==> src/rtl/bp_pkg.sv <==
// Branch prediction frontend package with fetch geometry and shared record types
package bp_pkg;

  // ----------------------------------------
  // Fetch geometry
  // ----------------------------------------

  // Width of every PC and branch target
  localparam int unsigned VLEN = 32;

  // Two 16-bit compressed slots per fetch block
  localparam int unsigned INSTR_PER_FETCH = 2;

  // Byte size of one fetch block
  localparam int unsigned FETCH_BYTES = 4;

  // PC bits below the block base, these pick slot and byte
  localparam int unsigned FETCH_OFFSET = $clog2(FETCH_BYTES);

  // Width of a slot index inside a block
  localparam int unsigned SLOT_BITS = $clog2(INSTR_PER_FETCH);

  // ----------------------------------------
  // Record types
  // ----------------------------------------

  // One buffer entry as seen by the read port
  typedef struct packed {
    logic            valid;
    logic [VLEN-1:0] target_address;
  } btb_prediction_t;

  // Resolved branch from execute
  // Valid is a single-cycle strobe
  typedef struct packed {
    logic            valid;
    logic [VLEN-1:0] pc;
    logic [VLEN-1:0] target_address;
  } btb_update_t;

  // Result for one fetched block, one cycle behind the fetch PC
  typedef struct packed {
    logic                 valid;
    logic [VLEN-1:0]      pc;
    logic                 taken;
    logic [SLOT_BITS-1:0] slot;
    logic [VLEN-1:0]      target;
  } fetch_block_t;

endpackage
==> src/rtl/bp_target_select.sv <==
// Target select stage scanning the block slots and registering the fetch block record
`timescale 1ns/1ns

module bp_target_select
  import bp_pkg::*;
(
  input  logic                                  clk_i,
  input  logic                                  rst_ni,
  // Current fetch PC
  input  logic [VLEN-1:0]                       fetch_pc_i,
  // Buffer row for that PC
  input  btb_prediction_t [INSTR_PER_FETCH-1:0] btb_prediction_i,
  // Taken decision back to the PC stage
  output logic                                  pred_taken_o,
  output logic [VLEN-1:0]                       pred_target_o,
  // Record for the previous fetch PC
  output fetch_block_t                          fetch_o
);

  // Slot the fetch PC enters the block at
  logic [SLOT_BITS-1:0] start_slot;

  // Scan result
  logic                 hit;
  logic [SLOT_BITS-1:0] hit_slot;
  logic [VLEN-1:0]      hit_target;

  // Registered record
  fetch_block_t fetch_q;

  assign start_slot = fetch_pc_i[FETCH_OFFSET-1 -: SLOT_BITS];

  // First valid slot at or above the entry slot wins
  // Slots below the entry point were already passed
  always_comb begin
    hit        = 1'b0;
    hit_slot   = '0;
    hit_target = '0;
    for (int unsigned s = 0; s < INSTR_PER_FETCH; s++) begin
      if (!hit && (s >= start_slot) && btb_prediction_i[s].valid) begin
        hit        = 1'b1;
        hit_slot   = SLOT_BITS'(s);
        hit_target = btb_prediction_i[s].target_address;
      end
    end
  end

  assign pred_taken_o  = hit;
  assign pred_target_o = hit_target;

  // Record register
  // Valid stays low until the first edge after reset release
  always_ff @(posedge clk_i or negedge rst_ni) begin
    if (!rst_ni) begin
      fetch_q <= '0;
    end else begin
      fetch_q.valid  <= 1'b1;
      fetch_q.pc     <= fetch_pc_i;
      fetch_q.taken  <= hit;
      fetch_q.slot   <= hit_slot;
      fetch_q.target <= hit_target;
    end
  end

  assign fetch_o = fetch_q;

endmodule

==> config.mk <==
export PLATFORM = sky130hd
export DESIGN_NAME = bp_target_select
export DESIGN_NICKNAME = d
export VERILOG_FILES = /design/src/rtl/bp_pkg.sv /design/src/rtl/bp_target_select.sv
export SDC_FILE = /design/constraint.sdc
export NUM_CORES = 1
export LEC_CHECK = 0
export ABC_AREA = 0
export BUFFER_PORTS_ARGS = -buffer_cell sky130_fd_sc_hd__buf_4
export CAP_MARGIN = 10
export CORE_ASPECT_RATIO = 1.75
export CORE_UTILIZATION = 25
export CTS_CLUSTER_DIAMETER = 50
export DETAILED_ROUTE_END_ITERATION = 7
export PLACE_DENSITY = 0.63
export SLEW_MARGIN = 20
export SYNTH_ARGS = -nofsm -noshare
export SYNTH_HDL_FRONTEND = slang
export SYNTH_SLANG_ARGS = --single-unit
==> constraint.sdc <==
create_clock -name clk_i -period 1.15 [get_ports clk_i]
set_input_delay 0.115 -clock clk_i [delete_from_list [all_inputs] [get_ports clk_i]]
set_output_delay 0.115 -clock clk_i [all_outputs]
set_load 0.1 [all_outputs]
# [Word level (Yosys, flattened, before mapping)]
# Cells that the tools add are included.
[word_totals] ff_bits=67 out_inout_bits=100
[op_classes] order_cmp=1 mux=5 n_reduce_logical=3
[ops] op="two-way mux 32 bit" n=2
[ops] op="two-way mux 1 bit" n=3
[ops] op="logical AND 1 bit" n=2
[ops] op="greater-or-equal comparator 1 bit, first input constant" n=1
[ops] op="zero test 1 bit" n=1

# [Depth between registers and ports, before layout]
# Gate-level depths: netlist (run 1).
[depth] word_depth=6 mapped_depth=4 ltp_nobuf=2

# [Least setup slack after synthesis (run 1)]
# OpenSTA, ideal clock, no wires.
[synth_path] path_kind="input port to flip-flop" start="input btb_prediction_i[32] (netlist bit)" end="register fetch_q (netlist bit fetch_o[10])" t_arrival_ns=2.639 t_required_ns=0.797 setup_slack_ns=-1.842 cell_stages=4 path_cell_list="buf_6 -> nor2b_4 -> buf_6 -> o21ai_0"
[synth_via] elab_chain_len=5 elab_cells_between_ends=6
[synth_rtl] item="start, declared" line="bp_target_select.sv:12" source="input btb_prediction_t [INSTR_PER_FETCH-1:0] btb_prediction_i,"
[synth_rtl] item="logical AND 1 bit *" line="bp_target_select.sv:40" source="if (!hit && (s >= start_slot) && btb_prediction_i[s].valid) begin"
[synth_rtl] item="two-way mux 1 bit" line="bp_target_select.sv:40"
[synth_rtl] item="zero test 1 bit" line="bp_target_select.sv:40"
[synth_rtl] item="logical AND 1 bit" line="bp_target_select.sv:40"
[synth_rtl] item="two-way mux 32 bit *" line="bp_target_select.sv:40"
[synth_rtl] item="net pred_target_o[10]" line="bp_target_select.sv:15" source="output logic [VLEN-1:0] pred_target_o,"
[synth_rtl] item="end, declared" line="bp_target_select.sv:29" source="fetch_block_t fetch_q;"
# Mark *: on every way through the listed nets, which the timed path passes. The rest lies on a longest branch.

# [Final worst setup path (run 1)]
[layout_path] start="input btb_prediction_i[32] (netlist bit)" end="output pred_target_o[8]"
[layout_via] elab_chain_len=5 elab_cells_between_ends=6
[layout_rtl] item="logical AND 1 bit *" line="bp_target_select.sv:40"
[layout_rtl] item="two-way mux 1 bit" line="bp_target_select.sv:40"
[layout_rtl] item="zero test 1 bit" line="bp_target_select.sv:40"
[layout_rtl] item="logical AND 1 bit" line="bp_target_select.sv:40"
[layout_rtl] item="two-way mux 32 bit *" line="bp_target_select.sv:40"
[layout_rtl] item="end, declared" line="bp_target_select.sv:15"
# Every way passes the cells marked *; elsewhere a longest branch is shown, timed or not.

==> results of run 1 <==
cell type report:
type,instances,area (µm²)
multi-input combinational,100,911
fill,703,3510
timing repair buffer,251,2470
clock buffer,10,229
sequential,67,1680
tap,120,150
clock inverter,6,90.1
routing by layer:
metal	track usage	vias up	wire length, µm
li1	-	1097	-
met4	0.0866	0	234
met1	0.190	1162	3000
met2	0.343	104	5250
met5	0	-	0
met3	0.0467	16	501
repair_timing:
action                     CTS  global route
hold endpoints to repair    98             0
gates cloned                 2             1
setup buffers                3             1
gates resized for setup     90             7
pin swaps                    5             3
hold buffers                32             0
setup endpoints to repair   32            13
cells by family after synthesis:
| group | Yosys count | share of synthesized area |
|---|---|---|
| buffers and inverters | 14 | 0.0394 |
| other | 1 | 0.00162 |
| and+or+nand+nor | 67 | 0.167 |
| AOI/OAI and AO/OA | 32 | 0.0691 |
| DFF | 67 | 0.723 |
power by group through the flow:
stage	Combinational, mW	Clock [mW]	Sequential (mW)
after floorplan	1.01	0	3.70
after global placement	2.92	0	2.58
after detailed placement	2.94	0	2.59
after global routing	3.43	3.07	2.56
after CTS	3.31	2.98	2.55
final	3.33	2.92	2.55
through the flow:
step	utilization	total power, mW
5_1_grt	0.612	9.06
4_1_cts	0.605	8.84
3_5_place_dp	0.483	5.53
3_3_place_gp	0.483	5.51
2_1_floorplan	-	4.71
6_report	0.612	8.80
final timing paths:
check                                startpoint  slack [ns]                     to
max in group asynchronous                rst_ni        0.54  fetch_o[31]$_DFF_PN0_
min in group asynchronous                rst_ni        0.30  fetch_o[49]$_DFF_PN0_
min                         btb_prediction_i[0]        0.10   fetch_o[0]$_DFF_PN0_
max                        btb_prediction_i[32]       0.009       pred_target_o[8]
layout by cell type (no fill, tap or decap), types with 2 or more instances in the layout:
cell / Yosys / routed
bufinv_16: 0 / 2
nand2_1: 32 / 32
buf_6: 4 / 3
nand3b_1: 32 / 32
dlygate4sd3_1: 0 / 32
clkinv_4: 0 / 2
buf_12: 0 / 26
buf_8: 0 / 12
o21ai_4: 0 / 32
dfrtp_1: 67 / 67
buf_4: 0 / 174
buf_16: 0 / 2
clkbuf_16: 0 / 10
==> impl_results.md, run 1 <==
- Num rows: 46
- Total GRT Usage: 0.186
- VDD IR-drop max: 755 µV
- CTS max path bufs: 2
- Critical Path RT: 1.03 ns
- Clk slew on worst S/H paths: 0.06 ns
- Final nets: 529
- Pleak: 2.62 nW
- Levels on crit path: 6
- Critical Path End Type: primary output
- CTS buffer count: 9
- Synth top area share: 0.723
- Peak per-stage delay on the critical path: 0.19 ns
- Number of setup violations in the final report: 0
- Share of cells above drive strength 1: 0.618
- Clk pwr share: 0.332
- # port buffers: 199
- Cell taking the most area after synthesis: dfrtp_1
- Final cell count without fillers: 554
- Family with the most delay on the worst path: buffers and inverters
- Grt total ovfl: 0
- Sw Share: 0.384
- Number of enable flip-flop cells after synthesis: 0
- Status: finished, final reports clean
- Pint: 5.42 mW
- Period Utilization, post-route: 0.992
- Placed cell count: 499
- Sequential share of the synthesized area: 0.723
- RePlAce Congestion: 0.799
- Vias in the first global route: 2,608
- Hold Crit Class: input pin to flip-flop
- Final-report hold violation count: 0
- Synth Warn #: 0
- Antenna fix cells: 0
- CP cell instances: buf_8 > nor2b_4 > buf_12 > buf_16 > o21ai_4 > buf_12
- Most Frequent Cell on Critical Path: buf_12
- Top-count cell post-synth: dfrtp_1
- Slowest-stage cell, CP: buf_12
- Vias: 2,379
- Setup ws final: 0.00949 ns
- Starting Density: 0.257
- HPWL Detailed: 6.32 mm
- Hold Crit Depth: 3
- Async set or reset register ratio after synthesis: 1.00
- Synth-to-layout area growth: 139%
- Drt drc: 0
- Top cells by count, synth: dfrtp_1 (67), nand2_1 (32), nand3b_1 (32)
- Sum of negative setup slack: 0 ns
- Psw: 3.38 mW
- Worst-path fanout max: 7
- Place WS: -0.0880 ns
- Die W: 74.8 µm
- Combinational Power Share: 0.379
- Yosys reg bits: 67
- Prevailing post-synth register cell: dfrtp_1
- Shortest period the worst path allows: 1.14 ns
- First-pass GRT wire length: 13.1 mm
- Crit path DAT: 1.03 ns
- H-tree depth: 3
- Syn nets: 281
- Mean routed wirelength per cell: 16.2 µm
- Hold WS: 0.101 ns
- Placed cell area: 4360 µm²
- TritonCTS Sinks: 67
- Die height: 129 µm
- Mapped Avg Cell Area: 12.8 µm²
- Vias per cell: 4.29
- Largest register FFs: 67
- Sequential share of power: 0.290
- Worst Setup Start Kind: input pin
- Synth cell types: 12
- Area contributors post-synth: dfrtp_1 (72%), nand3b_1 (10%), nand2_1 (5.2%), o21ai_0 (4.7%), o21ai_1 (2.2%)
- PwrDens: 1590 nW/µm²
- Initial antenna violation count: 0
- Max frequency: 0.877 GHz
- CTS tree: done
- WL final: 8.98 mm
- RSZ-0062 raised after global routing: true
- Clock root cell: clkbuf_16
- Ports: 200
- Design Area, Final: 5530 µm²
- Mapped Area: 2320 µm²
- Core area: 9040 µm²
- Antenna Nets Post-Route: 0
- Mapped Cells: 181
- Max-slew violation count: 0
- MaxCap Viol Count: 0
- Die ar.: 9680 µm²
- 1st-pass router iterations: 4
- CP bufs+invs: 4
- Critical path class: input pin to primary output
- Initial DRC count: 69
- Largest net degree at the start of global routing: 45
(Power assumes the default switching activity.)
==> inputs of run 2 (changes only) <==
==> constraint.sdc (replaced) <==
create_clock -name clk_i -period 1.1 [get_ports clk_i]
set_input_delay 0.11 -clock clk_i [delete_from_list [all_inputs] [get_ports clk_i]]
set_output_delay 0.11 -clock clk_i [all_outputs]
set_load 0.1 [all_outputs]
==> run 2 against run 1 <==
Effect of this change:
- the flow now finishes with violations (setup timing)
- power grew 5.0%
- sequential power up 5%
- routed wire length up 3.4%
- critical path type unchanged
- largest power group unchanged
==> impl_results.md, run 2 (same netlist as run 1, synthesis figures left out) <==
- Most common cell after layout, fill and taps aside: buf_4 (unchanged)
- HPWL Detailed: 6.32 mm (about the same)
- PwrDens: 1660 nW/µm² (was 1590 nW/µm²)
- Mean routed wirelength per cell: 16.8 µm (was 16.2 µm)
- Initial DRC count: 48 (was 69)
- Grt total ovfl: 0 (unchanged)
- Clock root cell: clkbuf_16 (unchanged)
- First-pass GRT wire length: 13.4 mm (was 13.1 mm)
- VDD IR-drop max: 770 µV (was 755 µV)
- Die W: 74.8 µm (unchanged)
- WL final: 9.29 mm (was 8.98 mm)
- CP cell instances: buf_6 > nor2b_4 > bufbuf_16 > o21ai_4 > buf_12 (was buf_8 > nor2b_4 > buf_12 > buf_16 > o21ai_4 > buf_12)
- CTS tree: done (unchanged)
- Slowest-stage cell, CP: bufbuf_16 (was buf_12)
- Fill cells: 708 (was 703)
- H-tree depth: 3 (unchanged)
- Num rows: 46 (unchanged)
- Hold Crit Class: input pin to flip-flop (unchanged)
- Ports: 200 (unchanged)
- Failing checks: setup timing
- Largest register FFs: 67 (unchanged)
- Largest net degree at the start of global routing: 68 (was 45)
- CTS max path bufs: 2 (unchanged)
- Period Utilization, post-route: 1.01
- MaxCap Viol Count: 0 (unchanged)
- Antenna fix cells: 0 (unchanged)
- Clk slew on worst S/H paths: 0.05 ns (was 0.06 ns)
- # port buffers: 199 (unchanged)
- Antenna Nets Post-Route: 0 (unchanged)
- RePlAce Congestion: 0.742 (was 0.799)
- Vias: 2,406 (was 2,379)
- Area occupied by multi-input gates: 911 µm² (unchanged)
- Peak per-stage delay on the critical path: 0.29 ns (was 0.19 ns)
- Final-report hold violation count: 0 (unchanged)
- CP bufs+invs: 3 (was 4)
- Number of setup violations in the final report: 3 (was 0)
- Worst-path fanout max: 8 (was 7)
- RSZ-0062 raised after global routing: true (unchanged)
- Starting Density: 0.257 (unchanged)
- CTS buffer count: 9 (unchanged)
- Synth-to-layout area growth: 141% (was 139%)
- Design Area, Final: 5580 µm² (was 5530 µm²)
- TritonCTS Sinks: 67 (unchanged)
- Drt drc: 0 (unchanged)
- Overall Power: 9.24 mW (was 8.80 mW)
- Worst Setup Start Kind: input pin (unchanged)
- Vias per cell: 4.35 (was 4.29)
- Met2 global-route usage: 0.351 (was 0.343)
- Grt met3 use: 0.0467 (unchanged)
- Total GRT Usage: 0.196 (was 0.186)
- Util after Layout: 0.617 (was 0.612)
- Final nets: 529 (unchanged)
- Place WS: -0.138 ns (was -0.0880 ns)
- Pleak: 2.63 nW (was 2.62 nW)
- Critical Path End Type: primary output (unchanged)
- Top Usage Layer GRT: met2 (unchanged)
- Die ar.: 9680 µm² (unchanged)
- Max-slew violation count: 0 (unchanged)
- Status: finished with violations (was finished, final reports clean)
- Core area: 9040 µm² (unchanged)
- Family with the most delay on the worst path: buffers and inverters (unchanged)
- Most frequent cells in the layout: buf_4 (169), dfrtp_1 (67), buf_12 (38) (was buf_4 (174), dfrtp_1 (67))
- 1st-pass router iterations: 4 (unchanged)
- Critical Path RT: 0.99 ns (was 1.03 ns)
- Placed cell area: 4380 µm² (was 4360 µm²)
- Share of cells above drive strength 1: 0.619 (was 0.618)
- Sequential Area: 1680 µm² (unchanged)
- Setup ws final: -0.00801 ns (was 0.00949 ns)
- Die height: 129 µm (unchanged)
- Initial antenna violation count: 0 (unchanged)
- Vias in the first global route: 2,559 (was 2,608)
- Max frequency: 0.903 GHz
- GRT met1 Usage: 0.193 (was 0.190)
- Shortest period the worst path allows: 1.11 ns
- Crit path DAT: 1.00 ns (was 1.03 ns)
- Critical path class: input pin to primary output (unchanged)
- Hold WS: 0.0829 ns (was 0.101 ns)
[run 2: per-layer routing]
metal  vias to the layer above  wire [µm]
met3                        28        518
met4                         0        411
li1                       1099          -
met1                      1161       2890
met2                       118       5470
met5                         -          0
[run 2: worst paths after layout]
path,start,slack (ns),end,depth (start not counted)
min in group asynchronous,rst_ni,0.33,fetch_o[7]$_DFF_PN0_,3
max,btb_prediction_i[32],-0.008,pred_target_o[31],5
max in group asynchronous,rst_ni,0.47,fetch_o[61]$_DFF_PN0_,3
min,fetch_pc_i[1],0.08,fetch_o[35]$_DFF_PN0_,2
[run 2: area by class of cell]
class,instances,share of cell area
Timing Repair Buffer,251,0.452
Sequential cell,67,0.301
Multi-Input combinational cell,100,0.163
Clock buffer,10,0.0429
Tap cell,120,0.0269
Clock inverter,5,0.0139
[run 2: what timing repair did]
item / 4_1_cts / 5_1_grt
setup endpoints to repair: 32 / 35
cloned: 2 / 0
setup buffers: 3 / 2
endpoints found under the hold margin: 98 / 0
hold buffers: 32 / 0
pin swaps: 3 / 3
gates resized for setup: 99 / 14
[run 2: stage by stage]
| stage | cells | TNS (ns) |
|---|---|---|
| global placement | 499 | -3.03 |
| floorplan | 181 | -9.01 |
| finish | 553 | -0.0102 |
| global route | 553 | -0.342 |
| CTS | 551 | -0.0629 |
| detailed placement | 499 | -3.66 |
[run 2: report_power, final]
group          total [mW]  internal [mW]  switching [mW]
clock network        3.04           2.02            1.01
registers            2.67           2.62          0.0472
logic                3.53           1.10            2.44
total                9.24           5.74            3.50
==> inputs of run 3 (changes only) <==
==> constraint.sdc (replaced) <==
create_clock -name clk_i -period 1.2 [get_ports clk_i]
set_input_delay 0.12 -clock clk_i [delete_from_list [all_inputs] [get_ports clk_i]]
set_output_delay 0.12 -clock clk_i [all_outputs]
set_load 0.1 [all_outputs]
==> run 3 against run 2 <==
Effect of this change:
- worst hold slack got worse by 0.021 ns
- worst setup slack improved by 0.044 ns
- critical path type unchanged
- largest cell class unchanged
- the run now ends clean
- routed wire length fell by 8.5%
- die area did not move
- combinational power fell by 17%
==> impl_results.md, run 3 (same netlist as run 1, synthesis figures left out) <==
- Final nets: 520 (was 529)
- Num rows: 46 (unchanged)
- Clk slew on worst S/H paths: 0.06 ns (was 0.05 ns)
- Fill cells: 791 (was 708)
- Initial DRC count: 47 (was 48)
- 1st-pass router iterations: 4 (unchanged)
- Critical Path RT: 1.08 ns (was 0.99 ns)
- Antenna Nets Post-Route: 0 (unchanged)
- Share of cells above drive strength 1: 0.612 (was 0.619)
- Core area: 9040 µm² (unchanged)
- Pleak: 2.44 nW (was 2.63 nW)
- CTS max path bufs: 2 (unchanged)
- Hold Crit Depth: 3 (was 2)
- Synth-to-layout area growth: 118% (was 141%)
- Mean routed wirelength per cell: 15.6 µm (was 16.8 µm)
- Final-report hold violation count: 0 (unchanged)
- MaxCap Viol Count: 0 (unchanged)
- Vias per cell: 4.28 (was 4.35)
- Sequential Area: 1680 µm² (unchanged)
- Total GRT Usage: 0.176 (was 0.196)
- Largest net degree at the start of global routing: 68 (unchanged)
- HPWL Detailed: 6.13 mm (was 6.32 mm)
- Period Utilization, post-route: 0.970
- # port buffers: 199 (unchanged)
- Status: finished, final reports clean (was finished with violations)
- Max-slew violation count: 0 (unchanged)
- Hold WS: 0.0620 ns (was 0.0829 ns)
- Vias: 2,333 (was 2,406)
- Most frequent cells in the layout: buf_4 (183), dfrtp_1 (67), nand2_1 (32), nand3b_1 (32), dlygate4sd3_1 (32) (was buf_4 (169), dfrtp_1 (67), buf_12 (38))
- H-tree depth: 3 (unchanged)
- RePlAce Congestion: 0.791 (was 0.742)
- Grt total ovfl: 0 (unchanged)
- Critical Path End Type: primary output (unchanged)
- WL final: 8.51 mm (was 9.29 mm)
- Max frequency: 0.859 GHz
- Largest register FFs: 67 (unchanged)
- Drt drc: 0 (unchanged)
- Shortest period the worst path allows: 1.16 ns
- PwrDens: 1580 nW/µm² (was 1660 nW/µm²)
- Worst-path fanout max: 9 (was 8)
- Die ar.: 9680 µm² (unchanged)
- Util after Layout: 0.560 (was 0.617)
- CTS tree: done (unchanged)
- Starting Density: 0.257 (unchanged)
- TritonCTS Sinks: 67 (unchanged)
- Critical path class: input pin to primary output (unchanged)
- Crit path DAT: 1.04 ns (was 1.00 ns)
- Initial antenna violation count: 0 (unchanged)
- Antenna fix cells: 0 (unchanged)
- Area occupied by multi-input gates: 896 µm² (was 911 µm²)
- Die height: 129 µm (unchanged)
- RSZ-0062 raised after global routing: true (unchanged)
- Ports: 200 (unchanged)
- Most common cell after layout, fill and taps aside: buf_4 (unchanged)
- Clock root cell: clkbuf_16 (unchanged)
- Die W: 74.8 µm (unchanged)
- CTS buffer count: 9 (unchanged)
- First-pass GRT wire length: 12.4 mm (was 13.4 mm)
- Vias in the first global route: 2,462 (was 2,559)
- Number of setup violations in the final report: 0 (was 3)
- Hold Crit Class: input pin to flip-flop (unchanged)
- Worst Setup Start Kind: input pin (unchanged)
- VDD IR-drop max: 744 µV (was 770 µV)
run 3: cell type report:
class / instances / share of cell area
Tap cell: 120 / 0.0297
Sequential cell: 67 / 0.331
Clock buffer: 10 / 0.0472
Clock inverter: 6 / 0.0128
Multi-Input combinational cell: 100 / 0.177
Timing Repair Buffer: 242 / 0.402
run 3: stage by stage:
stage	TNS (ns)	power (mW)	worst slack (ns)	std cells	instance area (µm²)
final	0	8.02	0.0363	545	5060
after global routing	-0.0238	8.29	-0.0109	545	5060
after global placement	-0.495	5.27	-0.0421	497	4350
after detailed placement	-0.949	5.30	-0.0593	497	4350
after floorplan	-4.29	4.52	-0.237	181	2660
after CTS	0	8.08	0.00110	545	4990
run 3: worst paths after layout:
path | startpoint | end
min | btb_prediction_i[56] | fetch_o[23]$_DFF_PN0_
min in group asynchronous | rst_ni | fetch_o[52]$_DFF_PN0_
max in group asynchronous | rst_ni | fetch_o[64]$_DFF_PN0_
max | fetch_pc_i[1] | pred_target_o[13]
run 3: layer usage:
metal / global-route usage / up-vias / share of wire
li1: - / 1081 / -
met1: 0.185 / 1145 / 0.34
met4: 0.0777 / 0 / 0.012
met3: 0.0490 / 9 / 0.059
met5: 0 / - / 0
met2: 0.317 / 98 / 0.59
run 3: power breakdown:
group          total, mW  internal [mW]  switching (mW)  leakage [nW]
clock               2.64           1.66           0.975         0.148
sequential          2.44           2.40          0.0401         0.814
combinational       2.94          0.770            2.17          1.48
total               8.02           4.83            3.18          2.44
run 3: worst max-delay path, stage by stage:
cell and delay [ns]:
buf_4 0.15, nor2b_4 0.20, buf_6 0.25, o21ai_4 0.08, buf_4 0.23
run 3: repair_timing:
action | CTS | global route
hold buffers | 32 | 0
hold endpoints to repair | 98 | 0
setup endpoints to repair | 31 | 21
resized for setup | 5 | 19
setup buffers | 0 | 0
