[src/rtl/bp_pkg.sv]
// Branch prediction frontend package with fetch geometry and shared record types
package bp_pkg;

  // ----------------------------------------
  // Fetch geometry
  // ----------------------------------------

  // Width of every PC and branch target
  localparam int unsigned VLEN = 32;

  // Two 16-bit compressed slots per fetch block
  localparam int unsigned INSTR_PER_FETCH = 2;

  // Byte size of one fetch block
  localparam int unsigned FETCH_BYTES = 4;

  // PC bits below the block base, these pick slot and byte
  localparam int unsigned FETCH_OFFSET = $clog2(FETCH_BYTES);

  // Width of a slot index inside a block
  localparam int unsigned SLOT_BITS = $clog2(INSTR_PER_FETCH);

  // ----------------------------------------
  // Record types
  // ----------------------------------------

  // One buffer entry as seen by the read port
  typedef struct packed {
    logic            valid;
    logic [VLEN-1:0] target_address;
  } btb_prediction_t;

  // Resolved branch from execute
  // Valid is a single-cycle strobe
  typedef struct packed {
    logic            valid;
    logic [VLEN-1:0] pc;
    logic [VLEN-1:0] target_address;
  } btb_update_t;

  // Result for one fetched block, one cycle behind the fetch PC
  typedef struct packed {
    logic                 valid;
    logic [VLEN-1:0]      pc;
    logic                 taken;
    logic [SLOT_BITS-1:0] slot;
    logic [VLEN-1:0]      target;
  } fetch_block_t;

endpackage
[src/rtl/bp_btb.sv]
// Branch target buffer holding one target per row and slot, written by execute
`timescale 1ns/1ns

module bp_btb
  import bp_pkg::*;
#(
  // Total entry count, power of two, at least 4
  parameter int unsigned NR_ENTRIES = 8
) (
  input  logic                                    clk_i,
  input  logic                                    rst_ni,
  // Invalidate every entry
  input  logic                                    flush_i,
  // Updates are ignored while debugging
  input  logic                                    debug_mode_i,
  // Fetch PC for the read port
  input  logic [VLEN-1:0]                         vpc_i,
  // Resolved branch from execute
  input  btb_update_t                             btb_update_i,
  // Whole row for the fetch block
  output btb_prediction_t [INSTR_PER_FETCH-1:0]   btb_prediction_o
);

  // One row covers one fetch block
  localparam int unsigned NR_ROWS = NR_ENTRIES / INSTR_PER_FETCH;

  // Row index width
  localparam int unsigned ROW_BITS = $clog2(NR_ROWS);

  // ----------------------------------------
  // Index decode
  // ----------------------------------------

  // No tag, so PCs that differ only above the index alias
  logic [ROW_BITS-1:0]  read_row;
  logic [ROW_BITS-1:0]  update_row;
  logic [SLOT_BITS-1:0] update_slot;
  logic                 update_en;

  // Offset bits are dropped, the row follows right above them
  assign read_row    = vpc_i[FETCH_OFFSET +: ROW_BITS];
  assign update_row  = btb_update_i.pc[FETCH_OFFSET +: ROW_BITS];
  // Slot comes from the halfword bit of the branch PC
  assign update_slot = btb_update_i.pc[FETCH_OFFSET-1 -: SLOT_BITS];

  // Debug mode blocks training
  assign update_en = btb_update_i.valid && !debug_mode_i;

  // ----------------------------------------
  // Entry storage
  // ----------------------------------------

  // Valid bits per row and slot
  logic [INSTR_PER_FETCH-1:0] valid_q [NR_ROWS];

  // Targets per row and slot
  logic [VLEN-1:0] target_q [NR_ROWS][INSTR_PER_FETCH];

  // Valid bits, flush takes priority over a same-cycle update
  always_ff @(posedge clk_i or negedge rst_ni) begin
    if (!rst_ni) begin
      for (int unsigned r = 0; r < NR_ROWS; r++) begin
        valid_q[r] <= '0;
      end
    end else if (flush_i) begin
      // Drop every entry
      for (int unsigned r = 0; r < NR_ROWS; r++) begin
        valid_q[r] <= '0;
      end
    end else if (update_en) begin
      valid_q[update_row][update_slot] <= 1'b1;
    end
  end

  // Target payload, only meaningful once its valid bit is set
  always_ff @(posedge clk_i) begin
    if (update_en) begin
      target_q[update_row][update_slot] <= btb_update_i.target_address;
    end
  end

  // ----------------------------------------
  // Read port
  // ----------------------------------------

  // Combinational read, prediction in the same cycle as the PC
  always_comb begin
    for (int unsigned s = 0; s < INSTR_PER_FETCH; s++) begin
      btb_prediction_o[s].valid          = valid_q[read_row][s];
      btb_prediction_o[s].target_address = target_q[read_row][s];
    end
  end

endmodule

[config.mk]
export PLATFORM = sky130hd
export DESIGN_NAME = bp_btb
export DESIGN_NICKNAME = d
export VERILOG_FILES = /design/src/rtl/bp_pkg.sv /design/src/rtl/bp_btb.sv
export SDC_FILE = /design/constraint.sdc
export NUM_CORES = 1
export LEC_CHECK = 0
export BUFFER_PORTS_ARGS = -buffer_cell sky130_fd_sc_hd__buf_2
export CORE_ASPECT_RATIO = 0.8
export CORE_MARGIN = 5
export CORE_UTILIZATION = 47
export CTS_CLUSTER_SIZE = 24
export DETAILED_ROUTE_END_ITERATION = 8
export PLACE_DENSITY = 0.69
export SYNTH_ARGS = -nofsm -noshare
export SYNTH_HDL_FRONTEND = slang
export SYNTH_SLANG_ARGS = --single-unit
export TNS_END_PERCENT = 100
[constraint.sdc]
create_clock -name clk_i -period 1.24 [get_ports clk_i]
set_input_delay 0.186 -clock clk_i [delete_from_list [all_inputs] [get_ports clk_i]]
set_output_delay 0.186 -clock clk_i [all_outputs]
set_load 0.01 [all_outputs]
### Yosys cells after proc, flatten, opt, wreduce, memory -nomap -nowiden

Memory sizes are Yosys's and may differ from the RTL's.
Cells that the tools add are included.

| operators by class | value |
|---|---|
| order comparisons | 7 |
| mux-type cells | 13 |
| bitwise logic cells | 4 |
| reduce and logical (&&, ||, !) cells | 6 |

Operator list:

| kind | number |
|---|---|
| two-way mux 64 bit | 1 |
| demux 32 bit (select 1 bit) | 1 |
| two-way mux 32 bit | 1 |
| two-way mux 8 bit | 2 |
| bitwise OR 8 bit | 1 |
| greater-or-equal comparator 3 bit, second input constant | 2 |
| two-way mux 2 bit | 3 |
| NOT 2 -> 3 bit | 2 |
| binary-select mux 2 bit (select 2 bit) | 1 |
| demux 2 bit (select 2 bit) | 1 |
| logical AND 1 bit | 4 |
| < comparator 3 x 1 -> 1 bit, second input constant | 1 |
| greater-or-equal comparator 2 bit, second input constant | 1 |
| < comparator 1 x 2 -> 1 bit, second input constant | 1 |
| < comparator 2 x 1 -> 1 bit, second input constant | 1 |
| two-way mux 1 bit | 2 |
| NOT 1 -> 2 bit | 1 |
| nonzero test 2 bit | 1 |
| demux 1 bit (select 1 bit) | 1 |
| greater-or-equal comparator 1 bit, second input constant | 1 |
| logical NOT 1 bit | 1 |

| word-level totals | value |
|---|---|
| flip-flop bits (word level) | 8 |
| RAM bits | 256 |
| input bits | 101 |
| output and inout bits | 66 |
| word-level logic and storage cells | 35 |
| memories kept | 1 |

Memories:

| name | depth | bits a word | read ports | clocked after memory_dff | wr ports | line | text |
|---|---|---|---|---|---|---|---|
| target_q | 4 | 64 | 1 | 0 | 1 | bp_btb.sv:57 | `logic [VLEN-1:0] target_q [NR_ROWS][INSTR_PER_FETCH];` |

### Depth between registers and ports, before layout

Gate-level depths: netlist of run 1.

| depth | value |
|---|---|
| depth after elaboration | 9 |
| mapped depth | 3 |
| depth with buffers taken out | 2 |

### Worst setup path before layout of run 1

OpenSTA, ideal clock, no wires.

| timing | value |
|---|---|
| path kind | input to register |
| start | input port btb_update_i[34] in the netlist's numbering |
| end | memory target_q[0][32] in the netlist's numbering, enable pin |
| setup time | 461 ps |
| arrival time | 3031 ps |
| setup slack | -2253 ps |
| stages | 3 |
| path buffers | 1 |
| cells stage by stage | or3b_2 > clkbuf_1 > nor3_1 |

RTL lines:

| what | line | text |
|---|---|---|
| from (decl) | bp_btb.sv:19 | `input btb_update_t btb_update_i,` |
| to (decl) | bp_btb.sv:57 |  |

No word-level cell before the write port.

==> results of run 1 <==
[stage by stage]
step / cells / util
3_5_place_dp: 765 / 0.548
3_3_place_gp: 765 / 0.548
6_report: 844 / 0.622
4_1_cts: 843 / 0.616
2_1_floorplan: 379 / -
5_1_grt: 844 / 0.622
[flip-flops by register name, indices dropped and copies added, names as in the netlist]
register,flops
target_q,256
valid_q,8
[placed cells by master, fill, tap and decap left out, types with 4 or more instances in the layout]
cell / n
o22ai_1: 8
clkinv_1: 8
mux4_2: 66
buf_12: 20
buf_6: 59
clkinv_2: 4
dfrtp_1: 8
dlygate4sd3_1: 34
edfxtp_1: 256
nor2_4: 6
inv_1: 8
buf_4: 14
clkbuf_16: 26
buf_2: 47
[routing by layer]
layer / up-vias / routed length [um] / GRT usage
met4: 0 / 323 / 0.0319
met3: 24 / 1230 / 0.0342
met5: - / 0 / 0
met2: 154 / 8950 / 0.251
met1: 2403 / 8510 / 0.243
li1: 1990 / - / -
[kinds of logic after synthesis]
family	count (synthesis)
flip-flops	264
AND/OR/NAND/NOR	17
AO/OA/AOI/OAI	8
buffers and inverters	24
multiplexers	66
[where the power goes]
part | switching (mW) | internal, mW | total, mW | leakage (nW)
Combinational | 0.617 | 0.703 | 1.32 | 1.40
Sequential | 0.0401 | 9.97 | 10.0 | 2.42
Clock | 3.01 | 4.01 | 7.02 | 0.373
[timing repair]
action | CTS | global route
buffers inserted | 1 | 1
endpoints found under the setup margin | 66 | 66
hold endpoints to repair | 271 | 0
hold buffers | 34 | 0
resized for setup | 43 | 20
gates cloned | 0 | 0
[cell type report]
cell class	count	area, um2
timing repair buffer	174	1750
clock inverter	14	96.3
inverter	8	30.0
tap	264	330
fill	1369	7570
multi-input combinational	91	1700
sequential	264	7890
clock buffer	29	662
[final timing paths]
check / startpoint / endpoint / slack, ps / cells after the start
worst max-delay path: target_q[2][54]$_DFFE_PP_ / btb_prediction_o[22] / -530 / 2
worst min-delay path: rst_ni / valid_q[0]$_DFFE_PN0P_ / 40 / 2
worst max register to register: valid_q[5]$_DFFE_PN0P_ / valid_q[5]$_DFFE_PN0P_ / 350 / 4
worst min register to register: valid_q[7]$_DFFE_PN0P_ / valid_q[7]$_DFFE_PN0P_ / 530 / 2
max in group asynchronous: rst_ni / valid_q[5]$_DFFE_PN0P_ / 1030 / 2
min in group clk_i: btb_update_i[35] / valid_q[3]$_DFFE_PN0P_ / 200 / 4
==> impl_metrics.yaml, run 1 <==
die:
  io_pins: 167
  fp.dieArea_um2: 23500
  core_um2: 20000
  die_h_um: 138
  rows: 46
  initial_core_util: 0.482
  die_width_um: 170
timing:
  max_freq_mhz: 566
  final_max_slew_viol_count: 0
  tns_ps: -30430
  fin_crit_ps: 1770
  hold_ws_ps: 40.1
  hold_viol: 0
  skew_ps: 0
  maxSlewHeadroom: 0.814
  min_period_over_period: 1.42
  rsz0062_at_grt: "true"
  finalSetupViolCount: 66
  setup_slack_ps: -526
  tightestPinTransition_ps: 278
power:
  vdd_drop_max_uv: 935
  leakage_nw: 4.20
  power.density_nw_per_um2: 1470
  power_mw: 18.3
yosys:
  yosysTopAreaCell: "edfxtp_1"
  yosysWarnings: 0
  synth_top_family_by_area: "multiplexers"
  yosys.area_share.simple: 0.00997
  synthTopCellsByCount: "256 x edfxtp_1, 66 x mux4_2"
  syn_area_per_cell_um2: 25.5
  netlist-cell-type-count: 16
  syn-cell-area_um2: 9660
  yosysMostFrequentCell: "edfxtp_1"
  ys_ff_latch: 264
  synthArstFlopShare: 0.0303
  syn_inst: 379
  synth_top_area_share: 0.796
  yosysSeqAreaShare: 0.816
  ys_top_cells_by_area: "edfxtp_1 80%, mux4_2 15%, dfrtp_1 2.1%"
  synth_nets: 480
  synthAdderAreaFrac: 0
  synth.mux.area_fraction: 0.154
  synth_ff_type: "edfxtp_1"
  synthXorXnorAreaFrac: 0
  synth_compound_area_frac: 0.00518
  synth-edff-count: 256
clock_network:
  clock_latency_ps: 510
  cts_buffers: 26
  clock-sinks: 264
  htreeDepth: 1
  path_clk_slew_ps: 60
  root_buffer: "clkbuf_16"
  cts_max_path_buffers: 3
  cts_tree: "built"
placement:
  postPlaceCellArea_um2: 11000
  pre_cts_ws_ps: -325
  io_buffers: 107
  hpwl_um: 11500
  place.gp.congestion: 0.717
worst_hold_path:
  worstHoldPathType: "input port to asynchronous set/reset pin"
route:
  ant_nets: 0
  wl_per_cell_um: 22.5
  vias: 4571
  routed_wl_um: 19000
  drcViolationCount: 0
  firstDrtPassIters: 5
  avgViaCountPerCell: 5.42
  drt_iter0_markers: 365
finish:
  drive_above_1_share: 0.429
  nNetsFinal: 666
  stdcell_area_um2: 12500
  area_growth_syn_to_layout_pct: 28.9
  diodes: 0
run_status:
  outcome: "finished, violations left"
  violations: "negative setup slack"
worst_setup_path:
  cp-end-kind: "output pin"
  cp.arrival_ps: 1580
  path_class: "register to output pin"
  cp_top_family: "multiplexers"
  cp-start-kind: "register"
  cp_cell_sequence: "mux4_2 -> buf_6"
  slowest_delay_ps: 530
  crit_slowest_cell: "mux4_2"
  critical_path_required_ps: 1050
  path_buf_inv: 1
  critPathMaxFanout: 1
grt:
  grt_pass1_wl_um: 29100
  grt-ovfl-total: 0
  grt_pass1_vias: 4875
  grt_antenna_before_repair: 0
  grt_max_degree: 36
  grt_usage: 0.162
job:
  drv_cap: 0
(Power assumes the default switching activity.)
==> run 2, diff against run 1 <==
--- a/config.mk
+++ b/config.mk
@@ -6,7 +6,7 @@
 export NUM_CORES = 1
 export LEC_CHECK = 0
 export BUFFER_PORTS_ARGS = -buffer_cell sky130_fd_sc_hd__buf_2
-export CORE_ASPECT_RATIO = 0.8
+export CORE_ASPECT_RATIO = 0.6
 export CORE_MARGIN = 5
 export CORE_UTILIZATION = 47
 export CTS_CLUSTER_SIZE = 24
==> impl_metrics.yaml, run 2 (synthesis gave the netlist of run 1 again) <==
route:
  ant_nets: 0
  drt_iter0_markers: 392
  met3_length_um: 1460
  vias: 4661
  drcViolationCount: 0
  wl_met1_um: 9200
  wl_met2_um: 8940
  wl_per_cell_um: 23.1
  firstDrtPassIters: 5
  top_layer: "met4"
  avgViaCountPerCell: 5.43
  routed_wl_um: 19800
power:
  leakage_nw: 4.22
  power.density_nw_per_um2: 1470
  power_mw: 18.4
  vdd_drop_max_uv: 1320
die:
  die_h_um: 121
  fp.dieArea_um2: 23600
  die_width_um: 195
  initial_core_util: 0.480
  io_pins: 167
  core_um2: 20100
  rows: 40
worst_hold_path:
  worstHoldPathType: "input port to asynchronous set/reset pin"
timing:
  setup_slack_ps: -540
  tightestPinTransition_ps: 303
  skew_ps: 0
  hold_ws_ps: 47.4
  final_max_slew_viol_count: 0
  rsz0062_at_grt: "true"
  finalSetupViolCount: 66
  fin_crit_ps: 1780
  min_period_over_period: 1.44
  maxSlewHeadroom: 0.798
  hold_viol: 0
  max_freq_mhz: 562
run_status:
  outcome: "finished, violations left"
  violations: "negative setup slack"
finish:
  largestRegisters: "target_q (256), valid_q (8)"
  final_cell_mix: "256 x edfxtp_1, 66 x mux4_2, 61 x buf_6, 44 x buf_2, 34 x dlygate4sd3_1"
  fill_cells: 1396
  drive_above_1_share: 0.435
  largest_reg_flops: 256
  final_util: 0.621
  layout_commonest_cell: "edfxtp_1"
  diodes: 0
  largest-register: "target_q"
  nNetsFinal: 671
  area_growth_syn_to_layout_pct: 29.4
worst_setup_path:
  r2r_cells: 3
  cp_num_cells: 2
  critical_path_required_ps: 1050
  slowest_delay_ps: 540
  path_buf_inv: 1
  cp_top_family: "multiplexers"
  cp-start-kind: "register"
  cp-end-kind: "output pin"
  critPathMaxFanout: 1
  path_class: "register to output pin"
  crit_slowest_cell: "mux4_2"
  cp_cell_sequence: "mux4_2 -> buf_6"
  cp.arrival_ps: 1590
clock_network:
  clock_latency_ps: 500
  root_buffer: "clkbuf_16"
  htreeDepth: 1
  clock-sinks: 264
  path_clk_slew_ps: 70
  cts_tree: "built"
  cts_max_path_buffers: 3
  cts_buffers: 24
placement:
  io_buffers: 107
  place.gp.congestion: 0.764
  hpwl_um: 12600
grt:
  grt-ovfl-total: 0
  grt_usage: 0.170
  grt_pass1_wl_um: 30200
  grt_max_degree: 33
  grt_pass1_vias: 4869
  grt_antenna_before_repair: 0
job:
  drv_cap: 0
## run 2: cell types whose count changed in the layout (fill, tap and decap cells not counted), sizes merged
cell / before / now
inv: 8 / 9
clkbuf: 29 / 30
buf: 140 / 147
clkinv: 13 / 9
bufinv: 1 / 2
## run 2: stage by stage
stage / instances / TNS, ps / setup slack [ps] / cell area (um2)
final: 859 / -30430 / -540 / 12500
after global placement: 779 / -81450 / -325 / 11000
after CTS: 858 / -31900 / -580 / 12400
after detailed placement: 779 / -84390 / -343 / 11000
after global routing: 859 / -33680 / -596 / 12500
after floorplan: 379 / -118800 / -737 / 9740
## run 2: per-layer routing
metal	track usage	vias up
met5	0	-
met4	0.0283	0
met3	0.0355	24
met2	0.257	187
met1	0.263	2436
li1	-	2014
## run 2: worst paths after layout
path	to	start	slack, ps
max	btb_prediction_o[24]	target_q[3][56]$_DFFE_PP_	-540
min	valid_q[1]$_DFFE_PN0P_	rst_ni	50
max reg2reg	valid_q[6]$_DFFE_PN0P_	valid_q[6]$_DFFE_PN0P_	470
min reg2reg	valid_q[7]$_DFFE_PN0P_	valid_q[7]$_DFFE_PN0P_	550
max in group asynchronous	valid_q[6]$_DFFE_PN0P_	rst_ni	1010
min in group clk_i	valid_q[3]$_DFFE_PN0P_	btb_update_i[35]	90
## run 2: what timing repair did
action | in CTS | in global routing
endpoints found under the hold margin | 268 | 0
resized for setup | 53 | 12
gates cloned | 0 | 0
endpoints found under the setup margin | 66 | 66
hold buffers | 34 | 0
setup buffers | 3 | 1
## run 2: worst reg2reg max path, delay by kind of cell, from the launching register on
family                 cells  cell delay, ps
AOI/OAI and AO/OA          1              80
DFF                        1             380
buffers and inverters      2             180
## run 2: layout make-up
type / count / area, um2 / share of cell area
sequential: 264 / 7890 / 0.631
tap: 273 / 342 / 0.0273
clock buffer: 30 / 644 / 0.0515
timing repair buffer: 181 / 1790 / 0.143
clock inverter: 12 / 106 / 0.00851
multi-input combinational: 91 / 1700 / 0.136
inverter: 8 / 30.0 / 0.00240
## run 2: power breakdown
part,switching (mW),internal [mW]
Sequential,0.0426,9.96
Clock,2.98,4.09
Combinational,0.631,0.705
==> run 3, diff against run 2 <==
--- a/config.mk
+++ b/config.mk
@@ -5,13 +5,14 @@
 export SDC_FILE = /design/constraint.sdc
 export NUM_CORES = 1
 export LEC_CHECK = 0
+export ABC_AREA = 1
 export BUFFER_PORTS_ARGS = -buffer_cell sky130_fd_sc_hd__buf_2
 export CORE_ASPECT_RATIO = 0.6
 export CORE_MARGIN = 5
 export CORE_UTILIZATION = 47
 export CTS_CLUSTER_SIZE = 24
 export DETAILED_ROUTE_END_ITERATION = 8
-export PLACE_DENSITY = 0.69
+export PLACE_DENSITY = 0.68
 export SYNTH_ARGS = -nofsm -noshare
 export SYNTH_HDL_FRONTEND = slang
 export SYNTH_SLANG_ARGS = --single-unit
==> impl_metrics.yaml, run 3 <==
run_status:
  outcome: "finished, violations left"
  violations: "negative setup slack"
worst_setup_path:
  critPathMaxFanout: 1
  cp-start-kind: "register"
  critical_path_required_ps: 1050
  cp.arrival_ps: 1390
  r2r_setup_slack_ps: 90
  crit_path_frequent_cell: "nand2_1"
  cp_cell_sequence: "inv_1 -> nand2_1 -> o211ai_1 -> nand2_1 -> buf_2"
  cp_top_family: "flip-flops"
  cp-end-kind: "output pin"
  path_buf_inv: 2
  path_class: "register to output pin"
  slowest_delay_ps: 350
  crit_slowest_cell: "edfxtp_1"
grt:
  grt_pass1_wl_um: 33100
  grt_antenna_before_repair: 0
  grt-ovfl-total: 0
  grt_usage: 0.163
  grt_max_degree: 69
  grt_pass1_vias: 5859
finish:
  area_growth_syn_to_layout_pct: 24.6
  final_cell_mix: "256 x edfxtp_1, 139 x nand2_1, 132 x inv_1, 100 x buf_2, 66 x o211ai_1"
  largestRegisters: "target_q (256), valid_q (8)"
  largest-register: "target_q"
  fill_cells: 1742
  diodes: 0
  drive_above_1_share: 0.238
  final_util: 0.595
  largest_reg_flops: 256
  layout_commonest_cell: "edfxtp_1"
  nNetsFinal: 1094
timing:
  hold_viol: 0
  max_freq_mhz: 636
  final_max_slew_viol_count: 0
  skew_ps: 0
  tns_ps: -16110
  maxSlewHeadroom: 0.806
  setup_slack_ps: -332
  rsz0062_at_grt: "true"
  fin_crit_ps: 1570
  tightestPinTransition_ps: 291
  min_period_over_period: 1.27
  finalSetupViolCount: 66
clock_network:
  cts_tree: "built"
  cts_buffers: 24
  path_clk_slew_ps: 70
  htreeDepth: 1
  cts_max_path_buffers: 3
  root_buffer: "clkbuf_16"
  clock-sinks: 264
  clock_latency_ps: 500
yosys:
  synth-edff-count: 256
  syn-cell-area_um2: 10500
  yosysWarnings: 0
  synth_nets: 921
  synth_ff_type: "edfxtp_1"
  synthArstFlopShare: 0.0303
  synth_top_area_share: 0.729
  yosysSeqAreaShare: 0.748
  ys_ff_latch: 264
  syn_area_per_cell_um2: 12.9
  netlist-cell-type-count: 14
  syn_inst: 820
  synthTopCellsByCount: "256 x edfxtp_1, 145 x inv_1, 144 x nand2_1"
  ys_top_cells_by_area: "edfxtp_1 73%, inv_1 5.2%, nand2_1 5.1%"
  yosysTopAreaCell: "edfxtp_1"
  yosysMostFrequentCell: "edfxtp_1"
route:
  drcViolationCount: 0
  ant_nets: 0
  wl_per_cell_um: 16.5
  firstDrtPassIters: 4
  avgViaCountPerCell: 4.93
  drt_iter0_markers: 372
  vias: 6391
  routed_wl_um: 21400
die:
  rows: 42
  io_pins: 167
  core_um2: 22100
  die_width_um: 203
  die_h_um: 126
  initial_core_util: 0.478
  fp.dieArea_um2: 25600
power:
  power.density_nw_per_um2: 1450
  power_mw: 19.1
  vdd_drop_max_uv: 1240
  leakage_nw: 5.18
placement:
  hpwl_um: 13600
  place.gp.congestion: 0.744
  io_buffers: 107
worst_hold_path:
  worstHoldPathType: "input port to asynchronous set/reset pin"
job:
  drv_cap: 0
[run 3: changes by cell type after synthesis, moves of 17 or more]
cell / before / now
a21oi_1: 0 / 69
buf_2: 8 / 25
inv_1: 8 / 145
mux4_2: 66 / 0
nand2_1: 1 / 144
o211ai_1: 0 / 66
o21ai_1: 0 / 54
[run 3: path summary, 6_finish.rpt]
kind / depth (start not counted) / start / endpoint
max in group asynchronous: 2 / rst_ni / valid_q[4]$_DFFE_PN0P_
min reg2reg: 2 / valid_q[3]$_DFFE_PN0P_ / valid_q[3]$_DFFE_PN0P_
min: 2 / rst_ni / valid_q[3]$_DFFE_PN0P_
max: 5 / target_q[3][32]$_DFFE_PP_ / btb_prediction_o[0]
max reg2reg: 8 / valid_q[1]$_DFFE_PN0P_ / valid_q[1]$_DFFE_PN0P_
min in group clk_i: 5 / btb_update_i[35] / valid_q[1]$_DFFE_PN0P_
[run 3: metal layers]
layer	GRT usage	vias to the layer above	part of all wire
met3	0.0257	28	0.046
li1	-	3193	-
met1	0.257	3034	0.51
met4	0.0317	0	0.015
met2	0.243	136	0.43
met5	0	-	0
[run 3: area by class of cell]
class / count / area [um2] / area share
repair buffers: 191 / 1530 / 0.116
well taps: 286 / 358 / 0.0272
clock buffers: 36 / 697 / 0.0531
clock inverters: 8 / 116 / 0.00886
multi-input cells: 367 / 1980 / 0.150
inverters: 145 / 572 / 0.0435
flip-flops and latches: 264 / 7890 / 0.600
[run 3: stage by stage]
stage	cell area (um2)	hold slack, ps	setup WS (ps)	std cells
floorplan	10600	-110	-305	820
global placement	11800	37.5	-301	1214
detailed placement	11800	37.3	-293	1214
CTS	13100	37.9	-369	1299
global route	13100	49.9	-430	1297
finish	13100	40.9	-332	1297
[run 3: kinds of logic (layout without fill, tap and decap cells)]
group,count (synthesis),after routing,share of synthesized area
compound gates,202,202,0.112
buf+inv,189,380,0.0806
flops,264,264,0.748
simple gates,165,165,0.0599
[run 3: power by group]
group / leakage, nW / internal, mW / switching [mW]
clock: 0.395 / 4.51 / 3.08
combinational: 2.36 / 0.580 / 0.871
sequential: 2.42 / 9.97 / 0.0462
[run 3: worst register-to-register path: cells and delay by family (launching register included)]
kind	cells	cell delay, ps
flops	1	380
simple gates	2	150
buf+inv	5	530
compound gates	1	40
[run 3: repair_timing]
| action | 4_1_cts | 5_1_grt |
|---|---|---|
| pin swaps | 17 | 26 |
| buffers inserted | 7 | 0 |
| hold buffers | 34 | 0 |
| endpoints found under the setup margin | 66 | 67 |
| resized for setup | 18 | 31 |
| hold endpoints to repair | 269 | 0 |
